**src/gat_pkg.sv**
```systemverilog
// Sizes, widths and packed vector types of the attention layer
// Weight memory layout offsets for the a_src and a_nbr halves

package gat_pkg;

  // ====================
  // Layer sizes
  localparam int DATA_W       = 8;
  localparam int NUM_FEAT_IN  = 4;
  localparam int NUM_FEAT_OUT = 4;

  // ====================
  // Weight memory layout
  localparam int W_DEPTH    = NUM_FEAT_IN * NUM_FEAT_OUT;
  localparam int A_DEPTH    = 2 * NUM_FEAT_OUT;
  localparam int WGT_DEPTH  = W_DEPTH + A_DEPTH;
  localparam int WGT_ADDR_W = $clog2(WGT_DEPTH);

  // a_src sits right after W, a_nbr after a_src
  localparam int A_SRC_BASE = W_DEPTH;
  localparam int A_NBR_BASE = W_DEPTH + NUM_FEAT_OUT;

  // ====================
  // Datapath widths
  // 8x8 product plus two bits of growth for a 4-term sum
  localparam int WH_W        = 18;
  localparam int COEF_W      = 32;
  localparam int LRELU_SHIFT = 3;

  // Elements are two's complement, sliced with $signed where used
  typedef logic [NUM_FEAT_IN-1:0][DATA_W-1:0] feat_vec_t;
  typedef logic [NUM_FEAT_OUT-1:0][WH_W-1:0]  wh_vec_t;
  typedef logic [WGT_DEPTH-1:0][DATA_W-1:0]   wgt_flat_t;

endpackage
```
**src/weight_mem.sv**
```systemverilog
`timescale 1ns/1ps
// Register memory for W and a
// One entry written per cycle, every entry visible in parallel

module weight_mem
  import gat_pkg::*;
(
  input  logic                  clk,
  input  logic                  rst_n,
  input  logic                  wgt_wr_en,
  input  logic [WGT_ADDR_W-1:0] wgt_wr_addr,
  input  logic [DATA_W-1:0]     wgt_wr_data,
  output wgt_flat_t             wgt_flat
);

  logic [WGT_DEPTH-1:0] entry_sel;

  // Address decode, writes past the last entry are dropped
  always_comb begin
    for (int e = 0; e < WGT_DEPTH; e++) begin
      entry_sel[e] = wgt_wr_en && (wgt_wr_addr == WGT_ADDR_W'(e));
    end
  end

  always_ff @(posedge clk) begin
    if (!rst_n) begin
      wgt_flat <= '0;
    end else begin
      for (int e = 0; e < WGT_DEPTH; e++) begin
        if (entry_sel[e]) begin
          wgt_flat[e] <= wgt_wr_data;
        end
      end
    end
  end

endmodule

```
**config.mk**
```make
export PLATFORM = sky130hd
export DESIGN_NAME = weight_mem
export DESIGN_NICKNAME = d
export VERILOG_FILES = /design/src/gat_pkg.sv /design/src/weight_mem.sv
export SDC_FILE = /design/constraint.sdc
export NUM_CORES = 1
export LEC_CHECK = 0
export ABC_AREA = 0
export ABC_CLOCK_PERIOD_IN_PS = 2400
export BUFFER_PORTS_ARGS = -buffer_cell sky130_fd_sc_hd__buf_2
export CAP_MARGIN = 20
export CORE_MARGIN = 5
export CORE_UTILIZATION = 55
export DETAILED_ROUTE_END_ITERATION = 16
export MAX_ROUTING_LAYER = met4
export PLACE_DENSITY = 0.81
export RECOVER_POWER = 50
export SYNTH_ARGS = -nofsm -noshare
export SYNTH_HDL_FRONTEND = slang
export SYNTH_SLANG_ARGS = --single-unit
```
**constraint.sdc**
```tcl
create_clock -name clk -period 2.4 [get_ports clk]
set_input_delay 0.12 -clock clk [delete_from_list [all_inputs] [get_ports clk]]
set_output_delay 0.12 -clock clk [all_outputs]
set_load 0.01 [all_outputs]
```
==> metrics.cfg, run 1 <==
[clocking]
cts.repair.resized = 0
cts_made_buffers = 17
cts.sink_count = 192
cts_hold_buf = 0
cts_clock_pin_slew_for_the_worst_setup_and_hold_paths_ps = 60
clkLatencyLatePin_ps = 430
h_tree_lvl_count = 4
post_cts_buffers = 0
clock_buffer_depth = 2
tritoncts = built
root_buffer = clkbuf_16

[finish]
largest_registers = wgt_flat: 192 flops
fillers = 995
syn_to_final_growth_pct = 24.6
finalCoreUtilization_pct = 69.2
largest_reg_flops = 192
design.final.nets = 876
instances_no_fill = 1047
reg_with_most_ffs = wgt_flat
proportion_of_layout_cells_with_a_drive_suffix_above_1_pct = 23.6
final_design_area_no_fill_sq_um = 8620

[setup_path]
worst-endpoint-arrival_ps = 1910
timing.critical_path.from_type = input pin
worstSetupPathType = in2reg
endpoint_kind = register
critical_path_fanouts_max = 94
crit_required_ps = 2630

[place]
dpl_worst_slack_ps = 890
placed_cells_incl_taps = 1013
placed_area_sq_um = 8110
routabilityCongestion = 0.797
port_buffers = 207
hpwlAfterDp_mm = 12.7

[grt]
groute.usage.overall_pct = 25.9
grt_max_degree = 95
first_global_vias = 5560
grt_first_pass_wirelength_mm = 28.9
sum_of_overflow_across_all_layers_after_global_routing = 0
antenna_found_initial = 2

[die]
dieWidth_um = 122
floorplan.rows = 41
die-area_sq_um = 14900
io_pins = 208
design.core.area_sq_um = 12500
die_h_um = 122
start_util_pct = 55.5

[synth]
synth_top_cell_by_area = dfxtp_1
synth-seq-cells = 192
yosysTopAreaCellShare_pct = 55.5
ys_types = 15
avgSynthCellArea_sq_um = 10.4
synth.area.top_cells = dfxtp_1 56%, mux2i_1 28%, nand2_1 12%
post_synth_instance_area_sq_um = 6920
synth-seq-area-share_pct = 55.5
syn_nets = 682
yosysWarnings = 0
postSynthCellCount = 666

[pwr]
power.ir.vdd_worst_uv = 434
fin_total_pwr_mw = 6.32
p_leak_nw = 4.30
pwr_density_cell_nw_per_um2 = 733

[timing]
final.period_utilization_pct = 69.8
max_slew.worst_pin.slew_ps = 1530
finalWorstSetupSlack_ps = 725
fin_tns_setup_ps = 0
grt_setup_unrepaired = false
setup-violations-final = 0
final_period_minus_worst_setup_slack_ps = 1680
achievable-frequency_mhz = 597
timing.max_slew.rel_slack_pct = -2.18
final.setup_skew_ps = 0
report.final.slew_viol_count = 50
worst_hold_slack_after_final_layout_ps = 212
hold_violation_count_in_the_final_report = 0

[worst_hold_path]
timing.hold.worst.class = in2reg

[route]
firstDrtPassIters = 4
routed_wl_mm = 18.9
antenna_left = 0
detail_route.vias_per_cell = 5.30
via_count = 5549
wire_per_inst_um = 18.1
detail_route.drc_violations = 0
detailedRoute.firstIterationViolations = 344

[status]
run_status = finished with violations
violations = max-capacitance violations, max-slew violations

[run]
max_cap_violations = 2

power by group:
| group | internal, mW | total [mW] | switching, mW | leakage, nW |
|---|---|---|---|---|
| logic | 0.0702 | 0.256 | 0.185 | 2.48 |
| clock network | 1.64 | 2.84 | 1.20 | 0.279 |
| registers | 3.21 | 3.22 | 0.0131 | 1.55 |
kinds of logic (layout without fill, tap and decap cells):
kind of cell	count (synthesis)	after routing	share of synthesized area [%]
other cells	0	2	0
simple gates	236	236	14.1
flops	192	192	55.5
buf+inv	46	253	2.62
mux	192	192	27.8
cell usage after synthesis:
| cell type | count |
|---|---|
| clkbuf_1 | 36 |
| or3_1 | 2 |
| nand4b_1 | 2 |
| nor2_2 | 6 |
| nand2b_1 | 2 |
| and3_1 | 1 |
| dfxtp_1 | 192 |
| buf_2 | 7 |
| nor2b_1 | 5 |
| buf_1 | 3 |
| and4bb_2 | 3 |
| nor4b_2 | 1 |
| nand2_1 | 213 |
| nor2_1 | 1 |
| mux2i_1 | 192 |
cell usage in the layout, fill, tap and decap left out:
master and n:
dfxtp_1 192, clkinvlp_4 4, mux2i_1 192, clkbuf_1 50
nand4b_1 2, and4bb_2 3, nand2_1 213, diode_2 2
nor2_1 7, nand2b_1 2, buf_2 164, clkinv_4 4
buf_6 1, clkinv_2 2, nor2b_1 5, nor4b_1 1
buf_12 1, or3_1 2, and3_1 1, bufinv_16 3
clkbuf_16 17, buf_4 7
worst max-delay path, cell delays in order:
cell and delay (ps):
buf_6 270, nand2_1 150, clkbuf_1 1120, mux2i_1 220
per-layer routing:
| metal | vias up | share of wire [%] | global-route usage (%) |
|---|---|---|---|
| li1 | 2598 | - | - |
| met1 | 2712 | 42 | 30.8 |
| met2 | 215 | 48 | 42.0 |
| met3 | 24 | 8.5 | 7.80 |
| met4 | 0 | 1.5 | 9.24 |
| met5 | - | 0 | - |
path summary, 6_finish.rpt:
kind	slack [ps]	from	depth (start not counted)	endpoint
setup / recovery	720	rst_n	4	wgt_flat[124]$_SDFFE_PN0P_
hold / removal	210	rst_n	3	wgt_flat[31]$_SDFFE_PN0P_
setup reg to reg	1720	wgt_flat[1]$_SDFFE_PN0P_	2	wgt_flat[1]$_SDFFE_PN0P_
hold reg to reg	450	wgt_flat[156]$_SDFFE_PN0P_	2	wgt_flat[156]$_SDFFE_PN0P_
layout make-up:
| type | instances | area [sq um] | share of cell area [%] |
|---|---|---|---|
| diodes | 2 | 5.00 | 0.0581 |
| well taps | 172 | 215 | 2.50 |
| repair buffers | 221 | 1080 | 12.6 |
| multi-input cells | 428 | 2870 | 33.3 |
| clock buffers | 19 | 433 | 5.02 |
| clock inverters | 13 | 165 | 1.92 |
| flip-flops and latches | 192 | 3840 | 44.6 |
(Power assumes the default switching activity.)
==> inputs of run 2 (changes only) <==
- ABC_CLOCK_PERIOD_IN_PS: 2400 -> 1700
- CORE_UTILIZATION: 55 -> 51
- PLACE_DENSITY: 0.81 -> 0.75
- clock period: 2.4 -> 1.7 ns (I/O delays scaled with it)
==> metrics.cfg, run 2 (synthesis results as in run 1) <==
[pwr]
p_leak_nw = 3.70  ; -14%
pwr_density_cell_nw_per_um2 = 1060  ; +45%
power.ir.vdd_worst_uv = 564  ; +30%

[setup_path]
critical_path.reg2reg.startpoint = wgt_flat[22]$_SDFFE_PN0P_
worst-endpoint-arrival_ps = 1500  ; -410 ps
timing.critical_path.cells = dlygate4sd3_1 -> buf_6 -> buf_12 -> nand2_1 -> mux2i_1
cpLargestDelayFamily = buffers and inverters
endpoint_kind = register
critical_path.reg2reg.endpoint = wgt_flat[22]$_SDFFE_PN0P_
worstSetupPathType = in2reg
crit_required_ps = 2030  ; -600 ps
worst_path_max_delay_cell = dlygate4sd3_1
rr_worst_depth = 2  ; unchanged
timing.critical_path.from_type = input pin
critical_path_cell_count = 5  ; +1
reg2reg_setup_slack_ps = 1010  ; -710 ps
critical_path_fanouts_max = 97  ; +3.2%
crit_buf_inv = 3  ; +1
crit_path_max_incr_delay_ps = 540  ; -580 ps

[clocking]
clock_buffer_depth = 2  ; unchanged
cts_clock_pin_slew_for_the_worst_setup_and_hold_paths_ps = 60  ; about the same
clkLatencyLatePin_ps = 420  ; about the same
tritoncts = built
post_cts_buffers = 0  ; unchanged
cts_made_buffers = 17  ; unchanged
h_tree_lvl_count = 4  ; unchanged
cts.sink_count = 192  ; unchanged
root_buffer = clkbuf_16

[route]
detail_route.drc_violations = 0  ; unchanged
antenna_left = 0  ; unchanged
detailedRoute.firstIterationViolations = 346  ; +0.58%
wire_per_inst_um = 18.3  ; +1.5%
detail_route.vias_per_cell = 5.17  ; -2.4%
via_count = 5439  ; -2.0%
routed_wl_mm = 19.3  ; +2.0%
firstDrtPassIters = 4  ; unchanged

[finish]
largest_registers = wgt_flat: 192 flops
final_common_cell = nand2_1
design.final.nets = 880  ; +0.46%
fillers = 1188  ; +19%
largest_reg_flops = 192  ; unchanged
antennaDiodeCount = 0  ; -2
syn_to_final_growth_pct = 23.5
reg_with_most_ffs = wgt_flat
mostFrequentLayoutCells = 213 x nand2_1, 194 x clkbuf_1, 192 x mux2i_1, 192 x dfxtp_1, 17 x clkbuf_16
proportion_of_layout_cells_with_a_drive_suffix_above_1_pct = 8.11  ; -15 points

[place]
hpwlAfterDp_mm = 12.8  ; +0.57%
routabilityCongestion = 0.843  ; +5.8%
dpl_worst_slack_ps = 264  ; -626 ps
port_buffers = 207  ; unchanged

[worst_hold_path]
timing.hold.worst.class = in2reg
holdPathStages = 4  ; +1
holdCritStartpoint = wgt_wr_data[7]
timing.hold.worst_endpoint = wgt_flat[191]$_SDFFE_PN0P_

[grt]
sum_of_overflow_across_all_layers_after_global_routing = 0  ; unchanged
antenna_found_initial = 0  ; -2
groute.usage.overall_pct = 24.3  ; -1.7 points
grt_max_degree = 98  ; +3.2%
grt_first_pass_wirelength_mm = 30.0  ; +3.9%
first_global_vias = 5588  ; +0.50%

[die]
design.core.area_sq_um = 13300  ; +6.7%
die-area_sq_um = 16000  ; +7.2%
dieWidth_um = 126  ; +3.5%
io_pins = 208  ; unchanged
die_h_um = 126  ; +3.5%
start_util_pct = 52.1  ; -3.5 points
floorplan.rows = 42  ; +2.4%

[timing]
report.final.slew_viol_count = 0  ; -100%
final.setup_skew_ps = 0  ; unchanged
timing.max_slew.rel_slack_pct = 63.3  ; +65 points
final_period_minus_worst_setup_slack_ps = 1170
max_slew.worst_pin.slew_ps = 550  ; -983 ps
grt_setup_unrepaired = false
finalWorstSetupSlack_ps = 533  ; -191 ps
hold_violation_count_in_the_final_report = 0  ; unchanged
setup-violations-final = 0  ; unchanged
fin_tns_setup_ps = 0  ; unchanged
achievable-frequency_mhz = 857
final.period_utilization_pct = 68.6

[status]
run_status = completed

[run]
max_cap_violations = 0  ; -2

## run 2: cell types whose count changed in the layout (fill, tap and decap cells not counted), sizes merged
cell and change:
buf -140, bufinv +1, clkbuf +146, clkinv -3
clkinvlp -2, diode -2, dlygate4sd3 +1
## run 2: what timing repair did
item,4_1_cts,5_1_grt
hold buffers,1,0
resized for setup,0,0
endpoints found under the hold margin,1,0
## run 2: routing by layer
layer	wire length [um]	vias to the layer above	track usage (%)	part of all wire, %
met1	8230	2634	29.0	43
met5	0	-	-	0
met3	1330	20	6.26	6.9
met4	214	0	7.57	1.1
met2	9510	190	40.3	49
li1	-	2595	-	-
## run 2: where the power goes
group / switching [mW] / internal, mW
clock network: 1.62 / 2.54
logic: 0.269 / 0.106
registers: 0.0203 / 4.53
## run 2: final cells by class
| cell class | count | area [sq um] | share of cell area, % |
|---|---|---|---|
| multi-input combinational | 428 | 2900 | 33.9 |
| tap | 176 | 220 | 2.58 |
| sequential | 192 | 3840 | 45.0 |
| timing repair buffer | 225 | 966 | 11.3 |
| clock inverter | 9 | 158 | 1.84 |
| clock buffer | 22 | 464 | 5.43 |
## run 2: how the worst max path moves through the flow
stage	start	end	slack, ps
final	rst_n	wgt_flat[179]$_SDFFE_PN0P_	530
after global routing	rst_n	wgt_flat[179]$_SDFFE_PN0P_	450
after CTS	rst_n	wgt_flat[179]$_SDFFE_PN0P_	550
after detailed placement	wgt_wr_addr[4]	wgt_flat[126]$_SDFFE_PN0P_	260
after global placement	wgt_wr_addr[3]	wgt_flat[171]$_SDFFE_PN0P_	320
after floorplan	wgt_wr_addr[3]	wgt_flat[167]$_SDFFE_PN0P_	590
## run 2: worst reg2reg max path, cell delays in order, from the launching register on
cell and delay, ps:
dfxtp_1 370, nand2_1 70, mux2i_1 170
## run 2: metrics by stage
stage | cells | utilization, % | hold WS, ps | area [sq um] | power [mW]
after floorplan | 666 | - | 330 | 6920 | 4.87
after global routing | 1052 | 64.3 | 213 | 8550 | 9.36
final | 1052 | 64.3 | 201 | 8550 | 9.08
after detailed placement | 1020 | 61.3 | 396 | 8150 | 5.03
after global placement | 1020 | 61.3 | 386 | 8150 | 5.02
after CTS | 1052 | 66.1 | 181 | 8790 | 9.14
==> inputs of run 3 (changes only) <==
- ABC_CLOCK_PERIOD_IN_PS: 1700 -> 1000
- CORE_UTILIZATION: 51 -> 46
- PLACE_DENSITY: 0.75 -> 0.71
- clock period: 1.7 -> 1 ns (I/O delays scaled with it)
==> metrics.cfg, run 3 (synthesis results as in run 1) <==
[status]
run_status = completed

[setup_path]
timing.critical_path.cells = buf_6
endpoint_kind = output port
worstSetupPathType = reg2out
critical_path_cell_count = 1  ; -4
rr_worst_depth = 2  ; unchanged
reg2reg_setup_slack_ps = 340  ; -670 ps
critical_path_fanouts_max = 2  ; -98%
critical_path.reg2reg.endpoint = wgt_flat[163]$_SDFFE_PN0P_
crit_required_ps = 950  ; -1080 ps
cpLargestDelayFamily = flip-flops
startpoint = wgt_flat[100]$_SDFFE_PN0P_
crit_path_max_incr_delay_ps = 380  ; -160 ps
worst_path_max_delay_cell = dfxtp_1
worst-endpoint-arrival_ps = 920  ; -580 ps
critical_path.reg2reg.startpoint = wgt_flat[163]$_SDFFE_PN0P_
worst_setup_path_endpoint = wgt_flat[100]
crit_buf_inv = 1  ; -2
timing.critical_path.from_type = register

[grt]
antenna_found_initial = 0  ; unchanged
grt_max_degree = 65  ; -34%
sum_of_overflow_across_all_layers_after_global_routing = 0  ; unchanged
first_global_vias = 5303  ; -5.1%
groute.usage.overall_pct = 21.7  ; -2.5 points
grt_first_pass_wirelength_mm = 29.7  ; -1.1%

[die]
design.core.area_sq_um = 14600  ; +10%
die-area_sq_um = 17600  ; +10%
floorplan.rows = 44  ; +4.8%
io_pins = 208  ; unchanged
dieWidth_um = 133  ; +4.9%
start_util_pct = 47.3  ; -4.8 points
die_h_um = 133  ; +4.9%

[clocking]
cts_made_buffers = 17  ; unchanged
clock_buffer_depth = 2  ; unchanged
root_buffer = clkbuf_16
clkLatencyLatePin_ps = 420  ; about the same
post_cts_buffers = 0  ; unchanged
cts.sink_count = 192  ; unchanged
h_tree_lvl_count = 4  ; unchanged
tritoncts = built
cts_clock_pin_slew_for_the_worst_setup_and_hold_paths_ps = 70  ; about the same

[pwr]
share_clk_of_total_power_pct = 46.9  ; +1.2 points
power.share.combinational_pct = 4.6  ; +0.5 points
fin_total_pwr_mw = 15.9  ; +76%
power.ir.vdd_worst_uv = 1030  ; +82%
total_switching_power_mw = 3.49  ; +83%
internal-power_mw = 12.4  ; +73%
p_leak_nw = 4.74  ; +28%
switching_share_of_power_pct = 21.9  ; +0.94 points
pwr_density_cell_nw_per_um2 = 1740  ; +64%
power_frac_seq_pct = 48.5  ; -1.6 points

[place]
port_buffers = 207  ; unchanged
placed_area_sq_um = 8700  ; +6.7%
hpwlAfterDp_mm = 12.7  ; -0.80%
routabilityCongestion = 0.764  ; -9.4%

[route]
detailedRoute.firstIterationViolations = 262  ; -24%
antenna_left = 0  ; unchanged
wire_per_inst_um = 17.3  ; -5.9%
detail_route.vias_per_cell = 4.99  ; -3.4%
routed_wl_mm = 18.8  ; -2.7%
firstDrtPassIters = 4  ; unchanged
via_count = 5427  ; -0.22%
detail_route.drc_violations = 0  ; unchanged

[finish]
antennaDiodeCount = 0  ; unchanged
mostFrequentLayoutCells = 213 x nand2_1, 197 x buf_2, 192 x mux2i_1, 152 x dfxtp_1, 40 x dfxtp_2
reg_with_most_ffs = wgt_flat
largest_registers = wgt_flat: 192 flops
largest_reg_flops = 192  ; unchanged
final_design_area_no_fill_sq_um = 9150  ; +7.1%
design.final.nets = 906  ; +3.0%
proportion_of_layout_cells_with_a_drive_suffix_above_1_pct = 35.2  ; +27 points
finalCoreUtilization_pct = 62.5  ; -1.8 points
final_common_cell = nand2_1
syn_to_final_growth_pct = 32.2

[worst_hold_path]
timing.hold.worst.class = in2reg
holdPathStages = 4  ; unchanged

[timing]
final.period_utilization_pct = 97.5
setup-violations-final = 0  ; unchanged
achievable-frequency_mhz = 1030
fin_tns_setup_ps = 0  ; unchanged
worst_hold_slack_after_final_layout_ps = 109  ; -92.2 ps
final.setup_skew_ps = 0  ; unchanged
timing.max_slew.rel_slack_pct = 60.9  ; -2.4 points
max_slew.worst_pin.slew_ps = 587  ; +37.2 ps
final_period_minus_worst_setup_slack_ps = 975
report.final.slew_viol_count = 0  ; unchanged
hold_violation_count_in_the_final_report = 0  ; unchanged

[run]
max_cap_violations = 0  ; unchanged

[run 3: cell count changes in the layout (fill, tap and decap cells not counted), moves of 9 or more]
cell      previous run  this run
buf_2               15       197
dfxtp_2              0        40
buf_12               2        11
clkbuf_2             0        20
clkbuf_1           194         3
dfxtp_1            192       152
[run 3: power groups by stage]
| stage | Clock (mW) | Combinational [mW] | Sequential [mW] |
|---|---|---|---|
| 2_1_floorplan | 0 | 0.351 | 7.93 |
| 3_3_place_gp | 0 | 0.752 | 7.90 |
| 3_5_place_dp | 0 | 0.756 | 7.90 |
| 4_1_cts | 7.57 | 0.763 | 7.73 |
| 5_1_grt | 7.97 | 0.778 | 7.73 |
| 6_report | 7.48 | 0.726 | 7.73 |
[run 3: cell type report]
cell class                      count  area [sq um]
Sequential cell                   192          3890
Tap cell                          184           230
Fill cell                        1253          5490
Clock inverter                     15           230
Multi-Input combinational cell    428          2880
Timing Repair Buffer              251          1490
Clock buffer                       17           425
[run 3: worst register-to-register path: stages, from the launching register on]
cell and delay [ps]:
dfxtp_1 340, nand2_1 80, mux2i_1 170
[run 3: worst min-delay path by stage]
stage	from	end	slack, ps
floorplan	wgt_wr_data[7]	wgt_flat[159]$_SDFFE_PN0P_	300
global placement	rst_n	wgt_flat[191]$_SDFFE_PN0P_	390
detailed placement	rst_n	wgt_flat[179]$_SDFFE_PN0P_	390
CTS	wgt_wr_data[7]	wgt_flat[7]$_SDFFE_PN0P_	90
global route	wgt_wr_data[1]	wgt_flat[17]$_SDFFE_PN0P_	110
finish	wgt_wr_data[7]	wgt_flat[135]$_SDFFE_PN0P_	110
[run 3: metal layers]
metal / track usage (%) / part of all wire [%] / vias up
li1: - / - / 2653
met1: 27.8 / 46 / 2587
met5: - / 0 / -
met3: 5.88 / 6.9 / 22
met4: 6.41 / 1.4 / 0
met2: 33.8 / 46 / 165
[run 3: stage by stage]
| stage | worst slack (ps) | instances |
|---|---|---|
| 6_report | 25.2 | 1087 |
| 2_1_floorplan | -47.3 | 666 |
| 4_1_cts | 0.966 | 1087 |
| 3_3_place_gp | -235 | 1054 |
| 5_1_grt | -10.3 | 1087 |
| 3_5_place_dp | -291 | 1054 |
[run 3: repair_timing]
| item | CTS | global route |
|---|---|---|
| setup endpoints to repair | 0 | 48 |
| hold endpoints to repair | 6 | 0 |
| resized for setup | 0 | 48 |
| hold buffers | 1 | 0 |
